$ cat src/include/exec_settings.svh
`ifndef EXEC_SETTINGS_SVH
`define EXEC_SETTINGS_SVH

// datapath
`define XLEN 32
`define REG_COUNT 32
`define TAG_W 16 // stands in for the debug pc

// queues and pipes
`define RESULT_QUEUE_DEPTH 2
`define MUL_STAGES 3

// common data bus
`define FU_COUNT 3 // alu0, alu1, mul
`define CDB_COUNT 2 // dual commit

`endif

$ cat src/source/exec_pkg.sv
`include "exec_settings.svh"

package exec_pkg;

    typedef logic [`XLEN-1:0] word_t;
    typedef logic [$clog2(`REG_COUNT)-1:0] reg_idx_t;
    typedef logic [`TAG_W-1:0] tag_t;

    typedef enum logic [2:0] {
        ALU_ADD = 3'd0,
        ALU_SUB = 3'd1,
        ALU_AND = 3'd2,
        ALU_OR  = 3'd3,
        ALU_XOR = 3'd4,
        ALU_SLL = 3'd5,
        ALU_SRL = 3'd6,
        ALU_SLT = 3'd7  // signed compare
    } alu_op_e;

    // issued op, operands already read
    typedef struct packed {
        alu_op_e  op;    // mul lane ignores this
        word_t    src_a;
        word_t    src_b;
        reg_idx_t dest;
        tag_t     tag;
    } issue_pkt_t;

    // one result on the bus
    typedef struct packed {
        word_t    w_data;
        reg_idx_t dest;
        tag_t     tag;
    } cdb_pkt_t;

endpackage

$ cat src/source/mul_exec.sv
`include "exec_settings.svh"

module mul_exec
    import exec_pkg::*;
(
    input  logic       aclk,
    input  logic       rst_n_i,
    input  logic       valid_i,
    input  issue_pkt_t pkt_i,
    output logic       ready_o,
    output logic       valid_o,
    output cdb_pkt_t   result_o,
    input  logic       ready_i
);

    localparam int N    = `MUL_STAGES;
    localparam int HALF = `XLEN / 2;

    logic [N-1:0]    vld_q;
    tag_t            tag_q [N];
    reg_idx_t        dest_q [N];
    word_t           ll_q;    // lo x lo, full width
    logic [HALF-1:0] cross_q; // cross terms, only low half survives
    word_t           prod_q [1:N-1];
    word_t           ll_d;
    logic [HALF-1:0] cross_d;
    logic            adv;

    // stage 0 partial products
    assign ll_d    = pkt_i.src_a[HALF-1:0] * pkt_i.src_b[HALF-1:0];
    assign cross_d = pkt_i.src_a[HALF-1:0] * pkt_i.src_b[`XLEN-1:HALF]
                   + pkt_i.src_a[`XLEN-1:HALF] * pkt_i.src_b[HALF-1:0];

    // whole pipe moves together
    assign adv     = !vld_q[N-1] || ready_i;
    assign ready_o = adv;

    always_ff @(posedge aclk or negedge rst_n_i) begin
        if (!rst_n_i) begin
            vld_q <= '0;
        end else if (adv) begin
            vld_q <= {vld_q[N-2:0], valid_i};
        end
    end

    always_ff @(posedge aclk) begin
        if (adv) begin
            ll_q      <= ll_d;
            cross_q   <= cross_d;
            tag_q[0]  <= pkt_i.tag;
            dest_q[0] <= pkt_i.dest;
            prod_q[1] <= ll_q + {cross_q, {HALF{1'b0}}}; // final sum
            for (int i = 1; i < N; i++) begin
                tag_q[i]  <= tag_q[i-1];
                dest_q[i] <= dest_q[i-1];
            end
            for (int i = 2; i < N; i++) begin
                prod_q[i] <= prod_q[i-1]; // extra stages only carry
            end
        end
    end

    assign valid_o         = vld_q[N-1];
    assign result_o.w_data = prod_q[N-1];
    assign result_o.dest   = dest_q[N-1];
    assign result_o.tag    = tag_q[N-1];

endmodule

$ cat config.mk
export PLATFORM = sky130hd
export DESIGN_NAME = mul_exec
export DESIGN_NICKNAME = d
export VERILOG_FILES = /design/src/source/exec_pkg.sv /design/src/source/mul_exec.sv
export VERILOG_INCLUDE_DIRS = /design/src /design/src/include
export SDC_FILE = /design/constraint.sdc
export NUM_CORES = 1
export LEC_CHECK = 0
export BUFFER_PORTS_ARGS = -buffer_cell sky130_fd_sc_hd__buf_2
export CAP_MARGIN = 20
export CORE_MARGIN = 1.5
export CORE_UTILIZATION = 35
export DETAILED_ROUTE_END_ITERATION = 8
export HOLD_SLACK_MARGIN = 0.06
export PLACE_DENSITY_LB_ADDON = 0.12
export SYNTH_ARGS = -nofsm -noshare
export SYNTH_HDL_FRONTEND = slang
export SYNTH_SLANG_ARGS = --single-unit
$ cat constraint.sdc
create_clock -name aclk -period 19 [get_ports aclk]
set_input_delay 3.8 -clock aclk [delete_from_list [all_inputs] [get_ports aclk]]
set_output_delay 3.8 -clock aclk [all_outputs]
set_load 0.01 [all_outputs]
* Yosys cells after proc, flatten, opt, wreduce, memory -nomap -nowiden
Memories as Yosys holds them, arrays and structs flattened.
Index checks and enable logic that the tools add are counted.
** Storage, ports and cells
- Register bits :: 51
- RAM bits :: 127
- Input bits :: 92
- Logic and storage cells :: 15
- Memories :: 3
** Memory list
- prod_q :: depth 2, bits a word 32, rd ports 2, clocked after memory_dff 0, wr ports 2, RTL line mul_exec.sv:24 : word_t prod_q [1:N-1];
- tag_q :: depth 3, bits a word 16, rd ports 3, clocked after memory_dff 0, wr ports 3, RTL line mul_exec.sv:20 : tag_t tag_q [N];
- dest_q :: depth 3, bits a word 5, rd ports 3, clocked after memory_dff 0, wr ports 3, RTL line mul_exec.sv:21 : reg_idx_t dest_q [N];
** Cells by class
- Add/subtract/negate cells :: 2
- Multiply operators :: 3
- Mux-type cells :: 2
- Reductions and logical operators :: 2
** Operators with widths (count)
- adder 32 bit :: 1
- multiplier 16 x 16 -> 16 bit :: 2
- multiplier 16 x 16 -> 32 bit :: 1
- adder 16 bit :: 1
- two-way mux 1 bit :: 2
- zero test 1 bit :: 1
- logical OR 1 bit :: 1

* Logic depth before layout (Yosys ltp)
Gate-level depths: netlist of the first run.
- Word-level depth :: 4
- Depth in mapped cells :: 24
- Mapped depth without buffers :: 22

* Worst setup path before layout of the first run
Ideal clock, no wire load.
- Path type :: input to output
- Start point :: input port ready_i
- End point :: output port ready_o
- Arrival time :: 8.139 ns
- Data required time :: 15.200 ns
- Setup slack :: 7.061 ns
- Stages on the path :: 1
- Path buffers :: 0
- Path through :: nand2b_1
** Between the ends
- Word-level cells in the longest chain between the ends :: 1
** Ends and longest elaborated chain
- start: declaration :: RTL line mul_exec.sv:13 : input logic ready_i
- logical OR 1 bit :: RTL line mul_exec.sv:35 : assign adv = !vld_q[N-1] || ready_i;
- end: declaration :: RTL line mul_exec.sv:10 : output logic ready_o,
No other way between the ends.

* Worst setup path after layout of the first run
- Start point :: input port pkt_i[22] (netlist bit)
- End point :: register cross_q[15] (data pin)
** Between the ends
- Word-level cells in the longest chain between the ends :: 2
** Ends and longest elaborated chain
- start: declaration :: RTL line mul_exec.sv:9 : input issue_pkt_t pkt_i,
- multiplier 16 x 16 -> 16 bit :: RTL line mul_exec.sv:32 : + pkt_i.src_a[`XLEN-1:HALF] * pkt_i.src_b[HALF-1:0];
- adder 16 bit :: RTL line mul_exec.sv:31 : assign cross_d = pkt_i.src_a[HALF-1:0] * pkt_i.src_b[`XLEN-1:HALF]
- net cross_d[15] :: RTL line mul_exec.sv:26 : logic [HALF-1:0] cross_d;
- end signal: assignment :: RTL line mul_exec.sv:49 : cross_q <= cross_d;
- end: declaration :: RTL line mul_exec.sv:23 : logic [HALF-1:0] cross_q;
The timed path passes the listed nets, and every way through them passes these cells.
A chain may end at the register's enable or synchronous reset.

==> results of run 1 <==
-- critical path: stages --
cell,delay (ns)
buf_2,0.52
nand2_1,0.17
fa_1,0.56
inv_1,0.05
fa_1,0.52
inv_1,0.05
fa_1,0.50
fa_1,0.68
fa_1,0.50
fa_1,0.49
inv_1,0.04
fa_1,0.46
fa_1,0.40
xnor2_1,0.21
xnor2_1,0.16
xnor2_1,0.15
xnor2_1,0.16
xnor2_1,0.16
xnor2_1,0.11
xnor2_1,0.32
xnor2_1,0.20
-- cell usage in the layout (no fill, tap or decap), types with 13 or more instances in the layout --
cell type	Yosys	final
inv_1	420	420
fa_1	379	379
and2_1	275	275
nand2_1	274	274
ha_1	210	210
edfxtp_1	175	175
buf_2	1	143
xnor2_1	90	90
a21oi_1	32	32
nor2_1	26	26
xor2_1	22	22
clkbuf_16	0	17
nand3_1	13	13
-- cell type report --
type	count	area [sq um]	area share, %
multi-input combinational	1434	15200	61.8
sequential	178	5330	21.8
inverter	421	1580	6.45
tap	846	1060	4.32
timing repair buffer	150	768	3.13
clock buffer	18	439	1.79
clock inverter	14	179	0.730
-- per-layer routing --
| layer | track usage, % | part of all wire [%] | vias up |
|---|---|---|---|
| met5 | 0 | 0 | - |
| met3 | 2.44 | 4.1 | 34 |
| li1 | - | - | 6619 |
| met2 | 28.4 | 49 | 287 |
| met4 | 3.64 | 1.3 | 0 |
| met1 | 23.2 | 46 | 7359 |
-- worst max-delay path by stage --
| stage | from | endpoint | slack [ns] |
|---|---|---|---|
| finish | pkt_i[22] | cross_q[15] | 8.96 |
| floorplan | ready_i | ready_o | 7.06 |
| global placement | pkt_i[22] | cross_q[15] | 8.38 |
| CTS | pkt_i[22] | cross_q[15] | 8.88 |
| global route | pkt_i[22] | cross_q[15] | 8.74 |
| detailed placement | pkt_i[22] | cross_q[15] | 8.37 |
-- registers in the layout, indices dropped and copies added, names as in the netlist --
signal   flops
prod_q      64
tag_q       48
ll_q        32
cross_q     16
dest_q      15
vld_q        3
-- cell families (layout without fill, tap and decap cells) --
group                    after synthesis  after routing  synth area share, %
AND/OR/NAND/NOR                      627            627                 14.0
adder cells (fa/ha/maj)              589            589                 45.4
buffers and inverters                525            603                 9.10
flip-flops                           178            178                 23.7
XOR/XNOR                             112            112                 4.36
AO/OA/AOI/OAI                        104            104                 3.41
multiplexers                           2              2                0.100
-- per-stage QoR --
| stage | utilization (%) | instance area [sq um] | setup slack [ns] |
|---|---|---|---|
| final | 38.7 | 24500 | 8.96 |
| after CTS | 38.7 | 24500 | 8.88 |
| after floorplan | - | 22500 | 7.06 |
| after global placement | 37.7 | 23900 | 8.38 |
| after global routing | 38.7 | 24500 | 8.74 |
| after detailed placement | 37.7 | 23900 | 8.37 |
==> impl_metrics.tcl, run 1 <==
set metrics [dict create \
    core_area_sq_um 63300 \
    slew_violations 0 \
    synthTopCellsByCount "inv_1, fa_1, and2_1" \
    hold_path_class "flop to flop" \
    syn-instance-count 2137 \
    clk_pin_slew_worst_paths_ns 0.08 \
    antenna_cells 0 \
    timing.slew.headroom_pct 33.1 \
    antenna_found_initial 2 \
    grt_max_degree 79 \
    fin_crit_sh_pct 52.8 \
    min_to "prod_q[2][15]" \
    critPathCaptureType "flop" \
    cts_resized 0 \
    htree_levels 4 \
    outcome "completed" \
    drtIter0Drc 674 \
    dp_cells 3029 \
    layout.cells.non_filler 3061 \
    setup_tns_ns 0 \
    portBuffers 143 \
    cts_hold_buf 0 \
    fin_nets 2883 \
    syn_nets 2818 \
    path_max_fanout 31 \
    finalSetupViolations 0 \
    cts_tree "done" \
    period_needed_ns 10.04 \
    ioPinCount 147 \
    die_h_um 257 \
    rr_startpoint "cross_q[0]" \
    worst_setup_path_start_kind "input pin" \
    hold_violations 0 \
    maxCapViolations 0 \
    rsz0062_at_grt "no" \
    yosysMostFrequentCell "inv_1" \
    cts_setup_buffers 0 \
    finalClockSkew_ns 0.0203 \
    grt_overflow 0 \
    required_ns 19.20 \
    fmax_mhz 99.6 \
    holdPathStages 0 \
    area_growth_pct 8.80 \
    min_from "prod_q[1][15]" \
    start_util_pct 35.6 \
    synth_seq_cells 178 \
    ant_nets 0 \
    cts_buffer_depth 2 \
    reg2reg_to "prod_q[1][30]" \
    num_rows 92 \
    synth_area_leader_cell "fa_1" \
    synthFlopType "edfxtp_1" \
    grt_pass1_wl_um 85900 \
    die_x_um 257 \
    track_usage_pct 16.9 \
    r2r_cells 10 \
    worstMarginPinSlew_ns 1.00 \
    yosysUniqueCellTypes 58 \
    avgSynthCellArea_sq_um 10.5 \
    yosysTopAreaCellShare_pct 33.7 \
    synth-seq-area-share_pct 23.7 \
    rrSetupSlack_ns 16.33 \
    routed_wl_um 52900 \
    layout-drive-gt1-share_pct 9.21 \
    arrival_ns 10.24 \
    whs_ns 0.414 \
    drc 0 \
    setup.worst_path.class "input pin to flop" \
    cts-buffers-inserted 17 \
    worstSkewPairLatency_ns 0.46 \
    synth-edff-count 175 \
    place.gp.congestion 0.823 \
    async_reset_ff_share_pct 1.69 \
    clkSinkCount 178 \
    n_fill_cell 6397 \
    grt_pass1_vias 15369 \
    num_vias 14299 \
    wire_per_inst_um 17.3 \
    ys_warn_count 0 \
    vias_per_cell 4.67 \
    clockRootBuffer "clkbuf_16" \
    die-area_sq_um 65900 \
    hpwl_um 40500 \
    dr.pass1.iters 5 \
    synth_area_sq_um 22500 \
    yosys-top-cells-area "fa_1, edfxtp_1, ha_1, and2_1, inv_1" \
]
Power of run 1 is left out: the tool's default activity adds up to more than one toggle a clock period on the data nets, which glitch-free logic cannot reach.
==> run 2: changes to the inputs <==
clock period = 8.45 ns   (was 19 ns; I/O delays follow)
==> run 2 against run 1 <==
  * Hold slack gained 0.0011 ns
  * Register-to-register slack got worse by 11 ns
  * Via count up 0.52%
  * Sequential share of layout area fell by 0.29 points
  * Utilization up 0.52 points
  * Sequential cell count unchanged
  * Clock-buffer cell count decreased by 1
  * Critical path type unchanged
==> impl_metrics.tcl, run 2 (synthesized netlist as in run 1, its figures left out) <==
set metrics [dict create \
    outcome "completed" \
    critPathCaptureType "flop" \
    rsz0062_at_grt "no" \
    grt_pass1_vias 15573 \
    setup.worst_path.class "input pin to flop" \
    worstMarginPinSlew_ns 0.894 \
    area_growth_pct 10.3 \
    grt_overflow 0 \
    rr_startpoint "ll_q[16]" \
    finalClockSkew_ns 0.0112 \
    setup_tns_ns 0 \
    drtIter0Drc 706 \
    min_to "tag_q[0][30]" \
    portBuffers 143 \
    rrSetupSlack_ns 5.80 \
    cts_tree "done" \
    slew_violations 0 \
    top_register "prod_q" \
    required_ns 8.71 \
    routed_wl_um 53600 \
    min_from "tag_q[0][14]" \
    cts_setup_buffers 0 \
    core_area_sq_um 63300 \
    layout-drive-gt1-share_pct 10.8 \
    grt_max_degree 73 \
    vias_per_cell 4.63 \
    cts-buffers-inserted 17 \
    r2r_cells 10 \
    fin_nets 2923 \
    cts_buffer_depth 2 \
    hpwl_um 44100 \
    fmax_mhz 133 \
    drc 0 \
    cts_resized 0 \
    largest_reg_flops 64 \
    holdPathStages 0 \
    htree_levels 4 \
    n_fill_cell 6389 \
    num_rows 92 \
    clockRootBuffer "clkbuf_16" \
    hold_path_class "flop to flop" \
    ioPinCount 147 \
    finalSetupViolations 0 \
    die-area_sq_um 65900 \
    cts_hold_buf 0 \
    final_common_cell "inv_1" \
    die_h_um 257 \
    path_max_fanout 19 \
    period_needed_ns 7.54 \
    num_vias 14373 \
    dr.pass1.iters 5 \
    track_usage_pct 17.1 \
    mostFrequentLayoutCells "inv_1, fa_1, and2_1" \
    worst_setup_path_start_kind "input pin" \
    whs_ns 0.415 \
    antenna_found_initial 2 \
    clk_pin_slew_worst_paths_ns 0.08 \
    hold_violations 0 \
    place.gp.congestion 0.810 \
    arrival_ns 7.80 \
    ant_nets 0 \
    maxCapViolations 0 \
    reg2reg_to "prod_q[1][30]" \
    worstSkewPairLatency_ns 0.47 \
    wire_per_inst_um 17.3 \
    clkSinkCount 178 \
    start_util_pct 35.6 \
    die_x_um 257 \
    timing.slew.headroom_pct 40.4 \
    fin_crit_sh_pct 89.3 \
    reg_top3 "prod_q: 64 flops, tag_q: 48 flops, ll_q: 32 flops" \
    grt_pass1_wl_um 86700 \
]
## run 2: worst max path at each step
stage,endpoint,depth (start not counted),slack [ns],startpoint
final,cross_q[15],21,0.91,pkt_i[26]
after global routing,cross_q[15],23,0.57,pkt_i[55]
after CTS,cross_q[15],21,0.83,pkt_i[26]
after detailed placement,cross_q[15],21,0.36,pkt_i[26]
after global placement,cross_q[15],21,0.40,pkt_i[26]
after floorplan,cross_q[15],24,0.70,pkt_i[65]
## run 2: stage by stage
| stage | utilization (%) | area, sq um | std cells | setup WS [ns] |
|---|---|---|---|---|
| after floorplan | - | 22500 | 2137 | 0.698 |
| after global placement | 38.2 | 24200 | 3069 | 0.397 |
| after detailed placement | 38.2 | 24200 | 3069 | 0.362 |
| after CTS | 39.2 | 24800 | 3101 | 0.832 |
| after global routing | 39.2 | 24800 | 3102 | 0.565 |
| final | 39.2 | 24800 | 3102 | 0.908 |
## run 2: layout make-up
| type | instances | area (sq um) | share of cell area [%] |
|---|---|---|---|
| Tap cell | 846 | 1060 | 4.26 |
| Inverter | 421 | 1580 | 6.36 |
| Clock buffer | 17 | 425 | 1.71 |
| Clock inverter | 15 | 206 | 0.831 |
| Sequential cell | 178 | 5330 | 21.5 |
| Multi-Input combinational cell | 1434 | 15200 | 61.0 |
| Timing Repair Buffer | 190 | 1080 | 4.35 |
| Antenna cell | 1 | 2.50 | 0.0101 |
## run 2: layer usage
layer	share of wire, %	global-route usage (%)
met1	46	23.1
met2	49	28.8
met3	2.8	1.99
met4	2.0	5.03
met5	0	0
## run 2: critical path, cell delays in order
cell	delay [ns]
buf_2	0.40
nand2_1	0.15
fa_1	0.55
inv_1	0.06
fa_1	0.48
inv_1	0.05
fa_1	0.49
fa_1	0.58
fa_1	0.46
fa_1	0.49
inv_1	0.05
fa_1	0.45
fa_1	0.42
xnor2_1	0.15
xnor2_1	0.20
xnor2_1	0.15
xnor2_1	0.17
xnor2_1	0.17
xnor2_1	0.16
xnor2_1	0.12
xnor2_1	0.31
Power of run 2 is left out for the same reason.
==> run 3: changes to the inputs <==
BUFFER_PORTS_ARGS = not set   (was -buffer_cell sky130_fd_sc_hd__buf_2)
DONT_BUFFER_PORTS = 1   (was not set)
GPL_ROUTABILITY_DRIVEN = 0   (was not set)
==> run 3 against run 2 <==
  * Utilization fell by 1.8 points
  * Die area unchanged
  * Clock-buffer cell count is 1 higher
  * First-iteration DRC count shrank 11%
  * Global-route usage is 0.17 points lower
  * Sequential cell count unchanged
  * Setup slack improved by 0.35 ns
  * Sequential share of layout area grew 1.0 points
  * Non-clock buffer count shrank 189
  * Wire length is 1.6% lower
  * Clock skew up 0.0051 ns
  * Via count fell by 4.5%
  * Largest cell class unchanged
==> impl_metrics.tcl, run 3 (synthesized netlist as in run 1, its figures left out) <==
set metrics [dict create \
    outcome "completed" \
    required_ns 8.63 \
    top_register "prod_q" \
    cts_tree "done" \
    antenna_found_initial 3 \
    core_area_sq_um 63300 \
    rsz0062_at_grt "no" \
    cts-buffers-inserted 17 \
    cp_slowest_stage_delay_ns 0.53 \
    track_usage_pct 16.9 \
    hpwl_um 40700 \
    grt_max_degree 148 \
    routed_wl_um 52700 \
    largest_reg_flops 64 \
    num_rows 92 \
    ant_nets 0 \
    placed_cell_area_sq_um 23100 \
    cts_setup_buffers 0 \
    start_util_pct 35.6 \
    worstSkewPairLatency_ns 0.47 \
    ioPinCount 147 \
    worst-path-buf-inv 6 \
    mostFrequentLayoutCells "inv_1, fa_1, and2_1" \
    reg_top3 "prod_q: 64 flops, tag_q: 48 flops, ll_q: 32 flops" \
    die_h_um 257 \
    hold_violations 0 \
    layout-drive-gt1-share_pct 2.57 \
    htree_levels 4 \
    die_x_um 257 \
    wire_per_inst_um 18.1 \
    fin_crit_sh_pct 85.1 \
    path_cells "and2_1 > fa_1 > inv_1 > fa_1 > fa_1 > inv_1 > ha_1 > inv_1 > fa_1 > inv_1 > fa_1 > inv_1 > fa_1 > inv_1 > fa_1 > ha_1 > a21boi_1 > o21ai_1 > a21oi_1 > a41o_1 > o31ai_1 > xnor2_1" \
    timing.slew.headroom_pct 31.7 \
    fin_ws_ns 1.26 \
    final_area_sq_um 23700 \
    setup.worst_path.class "input pin to flop" \
    die-area_sq_um 65900 \
    path_max_fanout 14 \
    grt_pass1_wl_um 85900 \
    maxCapViolations 0 \
    cts_buffer_depth 2 \
    slew_violations 0 \
    dr.pass1.iters 4 \
    whs_ns 0.416 \
    crit_family "adder cells" \
    vias_per_cell 4.71 \
    period_needed_ns 7.19 \
    cts_hold_buf 0 \
    finalSetupViolations 0 \
    arrival_ns 7.37 \
    setup_tns_ns 0 \
    fin_nets 2734 \
    portBuffers 0 \
    drtIter0Drc 627 \
    grt_pass1_vias 15316 \
    grt_overflow 0 \
    worstMarginPinSlew_ns 1.03 \
    cts_resized 0 \
    crit_slowest_cell "fa_1" \
    finalClockSkew_ns 0.0164 \
    area_growth_pct 5.30 \
    drc 0 \
    worst_setup_path_start_kind "input pin" \
    clk_pin_slew_worst_paths_ns 0.08 \
    clkSinkCount 178 \
    final_common_cell "inv_1" \
    cpMostUsedCell "fa_1" \
    hold_path_class "flop to flop" \
    clockRootBuffer "clkbuf_16" \
    critPathCaptureType "flop" \
    num_vias 13721 \
    fmax_mhz 139 \
    pre_cts_ws_ns 0.756 \
]
## run 3: cell types whose count changed in the layout (fill, tap and decap cells not counted), moves of 2 or more
cell	change
buf_2	-143
buf_4	-46
inv_12	-2
inv_8	-2
## run 3: area by class of cell
cell class | instances | area, sq um
fillers | 6395 | 39600
inverters | 421 | 1580
clock inverters | 14 | 148
multi-input cells | 1434 | 15200
clock buffers | 18 | 429
well taps | 846 | 1060
diodes | 1 | 2.50
repair buffers | 1 | 20.0
flip-flops and latches | 178 | 5330
## run 3: metal layers
metal	GRT usage [%]	vias up	part of all wire, %
li1	-	6320	-
met1	22.5	7108	45
met2	28.6	235	49
met3	2.96	56	3.7
met4	4.13	2	1.6
met5	0	-	0.036
## run 3: worst paths after layout
| check | to | start | cells after the start | slack [ns] |
|---|---|---|---|---|
| setup / recovery | cross_q[15] | pkt_i[39] | 22 | 1.26 |
| hold reg to reg | prod_q[2][15] | prod_q[1][15] | 0 | 0.42 |
| max in group asynchronous | vld_q[1] | rst_n_i | 0 | 7.47 |
| setup reg to reg | prod_q[1][31] | ll_q[17] | 9 | 5.80 |
| hold / removal | prod_q[2][15] | prod_q[1][15] | 0 | 0.42 |
| min in group asynchronous | vld_q[2] | rst_n_i | 0 | 0.91 |
## run 3: through the flow
step	utilization, %	std cells
floorplan	-	2137
global placement	36.5	2880
detailed placement	36.5	2880
CTS	37.5	2912
global route	37.5	2912
finish	37.5	2913
Power of run 3 is left out for the same reason.
