## config.mk

```make
export PLATFORM = sky130hd
export DESIGN_NAME = result_queue
export DESIGN_NICKNAME = d
export VERILOG_FILES = /design/src/source/exec_pkg.sv /design/src/source/result_queue.sv
export VERILOG_INCLUDE_DIRS = /design/src /design/src/include
export SDC_FILE = /design/constraint.sdc
export NUM_CORES = 1
export LEC_CHECK = 0
export ABC_AREA = 1
export BUFFER_PORTS_ARGS = -buffer_cell sky130_fd_sc_hd__buf_2
export CAP_MARGIN = 30
export CORE_ASPECT_RATIO = 2
export CORE_MARGIN = 4
export CORE_UTILIZATION = 50
export CTS_CLUSTER_DIAMETER = 200
export DETAILED_ROUTE_END_ITERATION = 6
export GPL_ROUTABILITY_DRIVEN = 0
export MAX_ROUTING_LAYER = met4
export PLACE_DENSITY = 0.77
export SLEW_MARGIN = 30
export SYNTH_ARGS = -nofsm -noshare
export SYNTH_HDL_FRONTEND = slang
export SYNTH_SLANG_ARGS = --single-unit
```

## constraint.sdc

```tcl
create_clock -name aclk -period 4.75 [get_ports aclk]
set_input_delay 0 -clock aclk [delete_from_list [all_inputs] [get_ports aclk]]
set_output_delay 0 -clock aclk [all_outputs]
set_load 0.02 [all_outputs]
```

## src/include/exec_settings.svh

```systemverilog
`ifndef EXEC_SETTINGS_SVH
`define EXEC_SETTINGS_SVH

// datapath
`define XLEN 32
`define REG_COUNT 32
`define TAG_W 16 // stands in for the debug pc

// queues and pipes
`define RESULT_QUEUE_DEPTH 2
`define MUL_STAGES 3

// common data bus
`define FU_COUNT 3 // alu0, alu1, mul
`define CDB_COUNT 2 // dual commit

`endif

```

## src/source/exec_pkg.sv

```systemverilog
`include "exec_settings.svh"

package exec_pkg;

    typedef logic [`XLEN-1:0] word_t;
    typedef logic [$clog2(`REG_COUNT)-1:0] reg_idx_t;
    typedef logic [`TAG_W-1:0] tag_t;

    typedef enum logic [2:0] {
        ALU_ADD = 3'd0,
        ALU_SUB = 3'd1,
        ALU_AND = 3'd2,
        ALU_OR  = 3'd3,
        ALU_XOR = 3'd4,
        ALU_SLL = 3'd5,
        ALU_SRL = 3'd6,
        ALU_SLT = 3'd7  // signed compare
    } alu_op_e;

    // issued op, operands already read
    typedef struct packed {
        alu_op_e  op;    // mul lane ignores this
        word_t    src_a;
        word_t    src_b;
        reg_idx_t dest;
        tag_t     tag;
    } issue_pkt_t;

    // one result on the bus
    typedef struct packed {
        word_t    w_data;
        reg_idx_t dest;
        tag_t     tag;
    } cdb_pkt_t;

endpackage

```

## src/source/result_queue.sv

```systemverilog
`include "exec_settings.svh"

module result_queue
    import exec_pkg::*;
#(
    parameter int  DEPTH = `RESULT_QUEUE_DEPTH,
    parameter type T     = cdb_pkt_t
) (
    input  logic aclk,
    input  logic rst_n_i,
    input  logic valid_i,
    input  T     data_i,
    output logic ready_o,
    output logic valid_o,
    output T     data_o,
    input  logic ready_i
);

    localparam int PTR_W = (DEPTH > 1) ? $clog2(DEPTH) : 1;
    localparam int CNT_W = $clog2(DEPTH + 1);

    T                 mem_q [DEPTH];
    logic [PTR_W-1:0] wr_ptr_q;
    logic [PTR_W-1:0] rd_ptr_q;
    logic [CNT_W-1:0] count_q;
    logic             wr_en;
    logic             rd_en;

    function automatic logic [PTR_W-1:0] ptr_inc(input logic [PTR_W-1:0] p);
        return (p == PTR_W'(DEPTH - 1)) ? '0 : p + 1'b1;
    endfunction

    assign valid_o = (count_q != '0);
    assign ready_o = (count_q != CNT_W'(DEPTH)); // only full blocks
    assign data_o  = mem_q[rd_ptr_q];            // no bypass from data_i
    assign wr_en   = valid_i && ready_o;
    assign rd_en   = valid_o && ready_i;

    always_ff @(posedge aclk or negedge rst_n_i) begin
        if (!rst_n_i) begin
            wr_ptr_q <= '0;
            rd_ptr_q <= '0;
            count_q  <= '0;
        end else begin
            if (wr_en) wr_ptr_q <= ptr_inc(wr_ptr_q);
            if (rd_en) rd_ptr_q <= ptr_inc(rd_ptr_q);
            count_q <= count_q + CNT_W'(wr_en) - CNT_W'(rd_en);
        end
    end

    always_ff @(posedge aclk) begin
        if (wr_en) mem_q[wr_ptr_q] <= data_i;
    end

    // count must never wrap either way
    a_no_overflow: assert property (@(posedge aclk) disable iff (!rst_n_i)
        wr_en && !rd_en |=> count_q > $past(count_q) && count_q <= CNT_W'(DEPTH));
    a_no_underflow: assert property (@(posedge aclk) disable iff (!rst_n_i)
        rd_en && !wr_en |=> count_q < $past(count_q));

endmodule

```

---- Word level (Yosys, flattened, before mapping) ----
Memories as Yosys holds them, arrays and structs flattened.
Index checks and enable logic that the tools add are counted.
Widths: inputs -> output; s select.
word-level totals
  output and inout port bits .............. 55
  register bits after elaboration ......... 4
  RAM bits ................................ 106
  memories ................................ 1
  input bits .............................. 57
  logic and storage cells ................. 16
memories
  name   words  width  read ports  clocked after memory_dff  write ports  line                source
  mem_q  2      53     1           0                         1            result_queue.sv:22  T mem_q [DEPTH];
operators by class
  mux-type cells .......................... 4
  reductions and logical operators ........ 3
  equality and inequality tests ........... 1
  add/subtract/negate cells ............... 4
operators with widths
  operator             number
  $mux 1               4
  $add 1x1->1 const B  2
  $add 2x1->2          1
  $logic_and 1x1->1    2
  $ne 2x2->1 const B   1
  $reduce_bool 2->1    1
  $sub 2x1->2          1

---- Longest topological paths before layout ----
Gate-level depths: netlist of run 1.
  depth in word-level cells ............... 4
  gate-level depth with buffers ........... 12
  mapped depth without buffers ............ 12

---- Worst setup path before layout of run 1 ----
No wires, ideal clock.
  path kind ............................... reg2reg
  from .................................... register count_q[1]
  to ...................................... memory mem_q[0][0] in the netlist's numbering, enable pin
  setup time .............................. 464 ps
  period minus slack after synthesis ...... 3362 ps
  cell stages (with the launch flop) ...... 4
  arrival ................................. 2899 ps
  buffers on the path ..................... 0
  path slack .............................. 1388 ps
  data required time ...................... 4286 ps
  cell sequence ........................... dfrtp_1 nand2_2 nand2_2 nor2_1
on the way
  longest elaborated chain between the ends .. 4
ends and longest elaborated chain
  what                          line                source
  start: declaration            result_queue.sv:25  logic [CNT_W-1:0] count_q;
  start signal: assignment      result_queue.sv:47  count_q <= count_q + CNT_W'(wr_en) - CNT_W'(rd_en);
  $ne 2x2->1                    result_queue.sv:34  assign ready_o = (count_q != CNT_W'(DEPTH));
  named net ready_o             result_queue.sv:13  output logic ready_o,
  $logic_and 1x1->1             result_queue.sv:36  assign wr_en = valid_i && ready_o;
  $mux 1                        result_queue.sv:52  if (wr_en) mem_q[wr_ptr_q] <= data_i;
  $mux 1 (not written as such)  result_queue.sv:52
  end: declaration              result_queue.sv:22
The timed path passes the listed nets, and every way through them passes these cells.

---- Worst setup path in the final report of run 1 ----
  from .................................... register count_q[1]
  to ...................................... memory mem_q[1][41] in the netlist's numbering, enable pin
on the way
  longest elaborated chain between the ends .. 4
ends and longest elaborated chain
  what                          line
  $ne 2x2->1                    result_queue.sv:34
  $logic_and 1x1->1             result_queue.sv:36
  $mux 1                        result_queue.sv:52
  $mux 1 (not written as such)  result_queue.sv:52
No other way between the ends.

==> impl_summary.txt, run 1 <==
----------------------------------------------------
[Outcome]
  Run status ... complete, no violations

[STA]
  Number of setup violations in the final report ... 0
  Relative slew slack ... 54.00%
  Number of hold-slack violations in the final timing report ... 0
  Final Max Tran Viols ... 0
  Fin Clk Skew ... 0.003841 ns
  Worst path setup slack after routing ... 3.038 ns
  Peak Freq ... 0.5842 GHz
  Min Hold Slack ... 0.3864 ns
  Fin crit period ... 1.712 ns
  Setup TNS ... 0 ns
  Setup repair after global routing missed its margin ... false
  Final Cycle Share ... 36.04%
  Pin slew with the least headroom to its limit ... between 0.6 and 0.7 ns

[Yosys]
  Post-synth design cell area ... 4103 sq um
  Adder-cell share of the synthesized area ... less than 1%
  Instance count of the mapped netlist ... 308
  Number of flip-flops and latches in the synthesized netlist ... 110
  Combinational family with the most area after synthesis ... simple AND/OR/NAND/NOR gates
  Simple-gate share of the synthesized area ... between 10% and 20%
  Post-synthesis mux area share ... 0%
  Fraction of the mapped netlist area in compound gates ... 0.2440%
  Net Count, Synth ... roughly 370
  Number of synthesis warnings ... 0
  Share of synthesized area occupied by flip-flops and latches ... 80.02%
  Number of unique standard cell types used by synthesis ... 16
  Post-synthesis xor/xnor area fraction ... less than 1%
  Synth Area per Inst ... around 13 sq um

[Power]
  Combinational power share ... 36.5%
  Leakage power of the design ... 2.442 nW
  Switching fraction of total power ... 36.70%
  Clock power share ... roughly 23%
  Internal power contribution ... 2.145 mW
  Maximum resistive drop on vdd ... 0.5151 mV
  Total power divided by cell area ... between 600 and 700 nW/um^2
  Design Power ... between 3 and 4 mW
  Flop pwr share ... 40.9%
  Sw power ... approximately 1.2 mW

[Detailed routing]
  Total wire length after detailed routing ... 8222 um
  Ratio of routed vias to standard cells ... 4.728
  Vias after detailed routing ... 2,747
  Number of remaining DRC errors ... 0
  Detailed Route Iter0 Violations ... 189
  Final antenna-violating net count ... 0
  Mean routed wirelength per cell ... 14.15 um
  Detailed-routing iteration count for the pre-antenna-repair pass ... 4

[Floorplan]
  Core footprint ... 7943 sq um
  Chip height ... 136.1 um
  Starting density of the core ... between 50% and 60%
  Rows ... between 40 and 50
  Number of I/O pins ... 112
  Die extent in x ... roughly 70 um
  Full die area ... 9806 sq um

[Worst setup path]
  Worst-path cell chain ... nand2_2 -> nand2_2 -> nor2_4 -> buf_4
  Data required time at the worst endpoint ... 4.72 ns
  Cell mode on critical path ... nand2_2
  Bufs and invs on worst path ... 1
  Maximum cell stage delay along the critical path ... 0.57 ns
  Critical Path AT ... 1.68 ns
  Worst setup EP type ... flip-flop
  Maximum fanout encountered on the critical timing path ... 54
  Setup CP Type ... reg2reg
  Category of cells accounting for the largest share of critical-path delay ... buffers and inverters
  Kind of start point of the critical path ... flip-flop
  Cell with the largest stage delay on the worst path ... buf_4

[Run]
  Max-capacitance violation count ... 0

[Clock network]
  Root buf cell ... clkbuf_16
  Resized Gates After CTS ... 0
  H-tree Lvls ... 3
  Clock slew seen by the registers of the worst setup and hold paths ... 0.06 ns
  Worst skew pair latency ... 0.33 ns
  Total CTS buffers ... 9
  CTS tree ... yes
  Clock Tree Buf Depth ... 2
  Clock sink count ... 110

[Place]
  Pre-CTS setup slack ... approximately 3.0 ns
  Port buffer count ... 111
  Total placed instance area ... 4726 sq um
  Placed cell count ... 507
  Total half-perimeter wirelength after legalization and detailed placement ... about 5000 um

[Finish]
  Number of cells in the finished layout apart from fillers ... 581
  Share of final-layout standard cells stronger than drive strength 1 ... 27.89%
  Most common cell after layout, fill and taps aside ... nand2_1
  Post-Layout Inst Area ... between 5000 and 6000 sq um
  Most used cells in the layout excluding fill and tap cells ... nand2_1, buf_2, edfxtp_1
  Post-layout util ... 70.68%
  Count of nets after finishing ... 537
  Layout overhead on the synthesized area ... 36.84%

[Global route]
  Vias in the first global route ... 2,752
  Wire length of the first global-routing pass ... 12,970 um
  Congestion Overflow GR ... 0
  Global-route usage over all layers ... about 18%
  Initial antenna violation count ... 0
  Maximum number of pins on one net before global-route repair ... 55

[Min path]
  Path type of the worst min-delay path ... in2reg

----------------------------------------------------
-- power by group through the flow --
stage	logic, mW	clock network (mW)	registers (mW)
floorplan	0.842	0	1.40
global placement	1.19	0	1.40
detailed placement	1.21	0	1.41
CTS	1.25	0.782	1.39
global route	1.36	0.822	1.41
finish	1.24	0.763	1.39
-- what timing repair did --
action	in CTS	in global routing
endpoints found under the hold margin	112	0
setup buffers	0	0
hold buffers	57	0
-- cells in the mapped netlist --
library cell  number  share of area (%)
buf_6              5                1.4
o21ai_1            1               0.12
buf_2              5               0.61
edfxtp_1         106                 78
nand2_2            2               0.30
nand3_1            2               0.24
dfrtp_1            4                2.4
nand2_1          166                 15
buf_4              1               0.18
nor2_2             1               0.15
a21oi_1            1               0.12
inv_1              7               0.64
nor2_1             4               0.37
xor2_1             1               0.21
inv_4              1               0.15
ha_1               1               0.30
-- area by class of cell --
| class | instances | area (sq um) |
|---|---|---|
| Fill cell | 557 | 2328 |
| Clock inverter | 6 | 86.33 |
| Clock buffer | 10 | 229.0 |
| Sequential cell | 110 | 3284 |
| Antenna cell | 1 | 2.502 |
| Timing Repair Buffer | 171 | 1149 |
| Inverter | 8 | 32.53 |
| Tap cell | 96 | 120.1 |
| Multi-Input combinational cell | 179 | 710.7 |
-- logic make-up after synthesis --
kind of cell / Yosys count
xor gates and xnor gates: 1
and+or+nand+nor: 175
DFF: 110
adders and majority gates: 1
buffers and inverters: 19
AOI/OAI and AO/OA: 2
-- sequential cells by signal, summed over array words and instances (netlist names) --
register,count
rd_ptr_q,1
mem_q,106
wr_ptr_q,1
count_q,2
-- path summary, 6_finish.rpt --
path	from	depth (start not counted)	slack, ns	end
worst max register to register	count_q[1]$_DFF_PN0_	4	3.04	mem_q[1][41]$_DFFE_PP_
worst min-delay path	data_i[10]	2	0.39	mem_q[0][10]$_DFFE_PP_
worst min register to register	count_q[0]$_DFF_PN0_	1	0.56	count_q[0]$_DFF_PN0_
min in group asynchronous	rst_n_i	3	0.58	count_q[1]$_DFF_PN0_
worst max-delay path	count_q[1]$_DFF_PN0_	4	3.04	mem_q[1][41]$_DFFE_PP_
max in group asynchronous	rst_n_i	3	3.96	rd_ptr_q$_DFFE_PN0P_
-- layer usage --
layer  GRT usage (%)  up-vias  part of all wire (%)
li1                -     1368                     -
met1           20.48     1271                    37
met2           30.69       86                    55
met3           2.961       22                   4.3
met4           9.728        0                   3.5
met5               -        -                     0
No activity file was read; power rests on OpenSTA's default activity.
==> run 2: changes to the inputs <==
clock period = 1.6 ns   (was 4.75 ns; I/O delays follow)
==> impl_summary.txt, run 2 (synthesized netlist as in run 1, its figures left out) <==
----------------------------------------------------
[Outcome]
  Run status ... complete, no violations

[Worst setup path]
  Critical Path AT ... roughly 1.5 ns
  Category of cells accounting for the largest share of critical-path delay ... buffers and inverters
  Maximum fanout encountered on the critical timing path ... 19
  Worst-path cell chain ... inv_4 -> clkbuf_16 -> nand2_1 -> nand2_1 -> buf_2
  Cell mode on critical path ... nand2_1
  Cell with the largest stage delay on the worst path ... dfrtp_2
  Bufs and invs on worst path ... 3
  Data required time at the worst endpoint ... ~1.6 ns
  Kind of start point of the critical path ... flip-flop
  Worst setup EP type ... output port
  Setup CP Type ... reg2out
  Maximum cell stage delay along the critical path ... 0.44 ns

[Floorplan]
  Rows ... 46
  Chip height ... 136.1 um
  Full die area ... 9806 sq um
  Starting density of the core ... 51.65%
  Die extent in x ... 72.05 um
  Core footprint ... between 7000 and 8000 sq um
  Number of I/O pins ... 112

[Power]
  Design Power ... between 10 and 15 mW
  Total power divided by cell area ... 1821 nW/um^2
  Leakage power of the design ... between 2 and 2.5 nW
  Maximum resistive drop on vdd ... approximately 1.2 mV

[Run]
  Max-capacitance violation count ... 0

[Finish]
  Most flops, register ... mem_q
  Layout overhead on the synthesized area ... 39.25%
  Post-layout util ... 71.93%
  Fillcell total ... between 500 and 600
  Flip-flop count of the largest register after layout ... 106
  Most used cells in the layout excluding fill and tap cells ... nand2_1, buf_2, edfxtp_1
  Largest registers ... mem_q (106), count_q (2)
  Sequential cell area ... roughly 3300 sq um
  Number of cells in the finished layout apart from fillers ... 582
  Most common cell after layout, fill and taps aside ... nand2_1
  Share of final-layout standard cells stronger than drive strength 1 ... 28.87%
  Count of nets after finishing ... approximately 540
  Multi-input combinational cell area ... around 720 sq um

[Detailed routing]
  Detailed Route Iter0 Violations ... 140
  Final antenna-violating net count ... 0
  Vias after detailed routing ... about 2,800
  Max layer used ... met4
  Routed length on met2 ... between 5000 and 6000 um
  Length of routed met3 wiring ... 437 um
  Ratio of routed vias to standard cells ... 4.866
  Detailed-routing iteration count for the pre-antenna-repair pass ... 5
  Total wire length after detailed routing ... 9332 um
  Number of remaining DRC errors ... 0
  Mean routed wirelength per cell ... approximately 16 um
  Met1 layer wirelength in the final routing ... 3146 um

[Global route]
  Maximum number of pins on one net before global-route repair ... 54
  Vias in the first global route ... 2,962
  Congestion Overflow GR ... 0
  Initial antenna violation count ... 0
  Global-route usage over all layers ... 19.78%
  Wire length of the first global-routing pass ... 14,000 um

[STA]
  Relative slew slack ... 80.22%
  Peak Freq ... 0.6598 GHz
  Final Max Tran Viols ... 0
  Setup repair after global routing missed its margin ... false
  Number of setup violations in the final report ... 0
  Final Cycle Share ... 94.73%
  Fin crit period ... approximately 1.5 ns
  Fin Clk Skew ... 0.007358 ns
  Number of hold-slack violations in the final timing report ... 0
  Min Hold Slack ... 0.3935 ns
  Pin slew with the least headroom to its limit ... 0.2967 ns
  Worst path setup slack after routing ... 0.08430 ns

[Place]
  Total half-perimeter wirelength after legalization and detailed placement ... between 5000 and 6000 um
  Placed cell count ... 510
  Port buffer count ... 111
  Pre-CTS setup slack ... 0.08470 ns

[Clock network]
  Total CTS buffers ... 9
  Clock slew seen by the registers of the worst setup and hold paths ... 0.07 ns
  Number of buffers inserted by post-CTS setup repair ... 0
  H-tree Lvls ... 3
  Root buf cell ... clkbuf_16
  Clock Tree Buf Depth ... 2
  Clock sink count ... 110
  CTS tree ... yes
  Worst skew pair latency ... about 0.33 ns

[Min path]
  Path type of the worst min-delay path ... in2reg

----------------------------------------------------
## run 2: cell types whose count changed in the layout (fill, tap and decap cells not counted), sizes merged
cell	delta
buf	+3
clkinvlp	-1
inv	+1
clkinv	-2
## run 2: area by class of cell
cell class,instances,share of cell area (%)
Sequential cell,110,57.51
Timing Repair Buffer,175,21.88
Multi-Input combinational cell,179,12.66
Clock buffer,9,3.942
Tap cell,96,2.102
Clock inverter,4,1.292
Inverter,8,0.5694
Antenna cell,1,0.04380
## run 2: final timing paths
check | start | end | slack, ns | cells past startpoint
setup / recovery | rd_ptr_q$_DFFE_PN0P_ | data_o[16] | 0.08 | 5
hold / removal | data_i[45] | mem_q[1][45]$_DFFE_PP_ | 0.39 | 2
setup reg to reg | count_q[0]$_DFF_PN0_ | count_q[1]$_DFF_PN0_ | 0.12 | 12
hold reg to reg | wr_ptr_q$_DFFE_PN0P_ | wr_ptr_q$_DFFE_PN0P_ | 0.60 | 2
max in group asynchronous | rst_n_i | count_q[1]$_DFF_PN0_ | 0.82 | 3
min in group asynchronous | rst_n_i | wr_ptr_q$_DFFE_PN0P_ | 0.58 | 3
## run 2: power by group
group | internal (mW) | switching, mW | leakage [nW]
clock | 1.35 | 0.878 | 0.148
combinational | 1.28 | 2.75 | 1.31
sequential | 3.93 | 0.216 | 1.03
## run 2: repair_timing
action,in CTS,in global routing
hold buffers,57,0
resized for setup,0,3
endpoints found under the hold margin,112,0
endpoints found under the setup margin,0,11
## run 2: per-layer routing
metal	vias to the layer above	global-route usage (%)
li1	1379	-
met1	1339	19.74
met2	102	36.22
met3	12	2.739
met4	0	10.36
met5	-	-
## run 2: through the flow
| step | instance area [sq um] | TNS, ns |
|---|---|---|
| CTS | 5678 | 0 |
| global placement | 4808 | 0 |
| global route | 5710 | 0 |
| detailed placement | 4808 | 0 |
| finish | 5713 | 0 |
| floorplan | 4125 | -26.19 |
## run 2: worst register-to-register path, stage by stage (launching register included)
cell and delay [ns]:
dfrtp_1 0.42, inv_2 0.07, nand2_4 0.09, nand2_4 0.08, nand2_1 0.10, nand2_1 0.06
ha_1 0.20, inv_1 0.06, nand2_1 0.05, nand2_1 0.07, inv_1 0.04, nand2_1 0.07
nand2_1 0.05
==> run 3: changes to the inputs <==
SETUP_SLACK_MARGIN = 0.4   (was unset)
==> impl_summary.txt, run 3 (synthesized netlist as in run 1, its figures left out) <==
----------------------------------------------------
[Clock network]
  Root buf cell ... clkbuf_16
  Clock sink count ... 110
  Total CTS buffers ... 9
  Worst skew pair latency ... approximately 0.35 ns
  Clock slew seen by the registers of the worst setup and hold paths ... around 0.070 ns
  CTS tree ... yes
  Clock Tree Buf Depth ... 2
  H-tree Lvls ... 3

[Global route]
  Vias in the first global route ... 3,322
  Initial antenna violation count ... 0
  Met2 Use GR ... 42.01%
  Global-route usage over all layers ... 23.15%
  Global routing met3 resource utilization ... 3.775%
  Congestion Overflow GR ... 0
  Layer with the highest usage after global routing ... met2
  Maximum number of pins on one net before global-route repair ... 30
  Wire length of the first global-routing pass ... 16,180 um
  Met1 GRT Util ... 23.76%

[Finish]
  Largest registers ... mem_q (106), count_q (2)
  Most flops, register ... mem_q
  Layout overhead on the synthesized area ... 73.28%
  Count of nets after finishing ... about 570
  Most used cells in the layout excluding fill and tap cells ... edfxtp_1, nand2_4, nand2_2
  Fillcell total ... 271
  Post-Layout Inst Area ... 7109 sq um
  Total inserted antenna cells ... 0
  Flip-flop count of the largest register after layout ... 106
  Number of cells in the finished layout apart from fillers ... 610
  Share of final-layout standard cells stronger than drive strength 1 ... roughly 57%
  Most common cell after layout, fill and taps aside ... edfxtp_1

[Power]
  Leakage power of the design ... between 3 and 4 nW
  Maximum resistive drop on vdd ... about 1.6 mV
  Total power divided by cell area ... 1996 nW/um^2
  Design Power ... 14.19 mW

[Worst setup path]
  Data required time at the worst endpoint ... 1.64 ns
  Worst R2R Start ... count_q[0]$_DFF_PN0_
  Setup CP Type ... reg2reg
  Crit path launch ... count_q[0]$_DFF_PN0_
  Worst reg-to-reg path cell count ... 6
  Register-to-register setup slack ... 0.06 ns
  Category of cells accounting for the largest share of critical-path delay ... flip-flops
  Worst setup EP type ... flip-flop
  Terminus of the critical flop-to-flop path ... mem_q[1][3]$_DFFE_PP_
  CP endpoint ... mem_q[1][3]$_DFFE_PP_
  Worst-path cell chain ... inv_2 -> nand2_4 -> nand2_4 -> buf_12 -> nor2_4 -> buf_12
  Maximum fanout encountered on the critical timing path ... 29
  Cell with the largest stage delay on the worst path ... dfrtp_2
  Count of cell instances traversed by the critical path ... 6
  Critical Path AT ... 1.58 ns
  Maximum cell stage delay along the critical path ... 0.44 ns
  Bufs and invs on worst path ... 3
  Kind of start point of the critical path ... flip-flop

[Place]
  Pre-CTS setup slack ... 0.05526 ns
  Total half-perimeter wirelength after legalization and detailed placement ... 5612 um
  Total placed instance area ... 4823 sq um
  Placed cell count ... between 500 and 600
  Port buffer count ... 111

[STA]
  Relative slew slack ... 83.99%
  Pin slew with the least headroom to its limit ... between 0.2 and 0.25 ns
  Final Max Tran Viols ... 0
  Fin Clk Skew ... 0.008606 ns
  Worst path setup slack after routing ... 0.05744 ns
  Setup repair after global routing missed its margin ... true
  Min Hold Slack ... about 0.045 ns
  Peak Freq ... about 0.65 GHz
  Number of hold-slack violations in the final timing report ... 0
  Fin crit period ... between 1.5 and 2 ns
  Final Cycle Share ... a little over nine tenths
  Number of setup violations in the final report ... 0

[Min path]
  Origin of the worst min-delay path ... ready_i
  Path type of the worst min-delay path ... in2reg
  Depth of the worst hold-timing path ... 5

[Detailed routing]
  Number of remaining DRC errors ... 0
  Mean routed wirelength per cell ... 22.20 um
  Detailed Route Iter0 Violations ... 277
  Detailed-routing iteration count for the pre-antenna-repair pass ... 4
  Total wire length after detailed routing ... 13,540 um
  Ratio of routed vias to standard cells ... roughly 5.3
  Vias after detailed routing ... 3,239
  Final antenna-violating net count ... 0

[Floorplan]
  Die extent in x ... 72.05 um
  Starting density of the core ... 51.65%
  Chip height ... 136.1 um
  Core footprint ... 7943 sq um
  Full die area ... 9806 sq um
  Number of I/O pins ... 112
  Rows ... 46

[Run]
  Max-capacitance violation count ... 0

[Outcome]
  Run status ... complete, no violations

----------------------------------------------------
[run 3: changes by cell type in the layout (fill, tap and decap cells not counted), sizes merged]
cell / change
diode: -1
clkinv: +4
clkbuf: +4
bufinv: -1
buf: +22
clkinvlp: +1
dlygate4sd3: -1
[run 3: worst min-delay path by stage]
stage / end / slack (ns)
6_report: count_q[1]$_DFF_PN0_ / 0.04
5_1_grt: rd_ptr_q$_DFFE_PN0P_ / 0.05
4_1_cts: rd_ptr_q$_DFFE_PN0P_ / 0.01
3_5_place_dp: wr_ptr_q$_DFFE_PN0P_ / -0.19
3_3_place_gp: wr_ptr_q$_DFFE_PN0P_ / -0.19
2_1_floorplan: count_q[0]$_DFF_PN0_ / -0.30
[run 3: repair_timing]
action / CTS / global route
pin swaps: 22 / 46
resized for setup: 116 / 224
setup endpoints to repair: 163 / 164
hold buffers: 56 / 0
setup buffers: 13 / 2
hold endpoints to repair: 111 / 0
gates cloned: 6 / 5
[run 3: worst min-delay path, stage by stage]
cell	delay [ns]
buf_2	0.11
inv_1	0.06
nor2_2	0.06
nand3_2	0.06
nand2_1	0.05
[run 3: through the flow]
stage / TNS [ns] / utilization [%]
5_1_grt: 0 / 89.51
6_report: 0 / 89.51
3_3_place_gp: 0 / 60.73
3_5_place_dp: 0 / 60.73
2_1_floorplan: -26.19 / -
4_1_cts: 0 / 78.37
[run 3: area by class of cell]
cell class,instances,area (sq um),share of cell area (%)
multi-input cells,179,1368,19.24
clock buffers,11,232.7,3.273
well taps,96,120.1,1.690
inverters,8,42.54,0.5984
clock inverters,5,50.05,0.7040
flip-flops and latches,110,3287,46.23
repair buffers,198,1966,27.65
repair inverters,3,43.79,0.6160
[run 3: report_power, final]
group          switching [mW]  internal [mW]
combinational            4.21           3.47
sequential              0.409           3.95
clock                   0.946           1.20
total                    5.57           8.62
[run 3: routing by layer]
| layer | vias up | part of all wire, % |
|---|---|---|
| met2 | 152 | 59 |
| met3 | 34 | 4.1 |
| li1 | 1441 | - |
| met1 | 1612 | 34 |
| met4 | 0 | 2.9 |
| met5 | - | 0 |
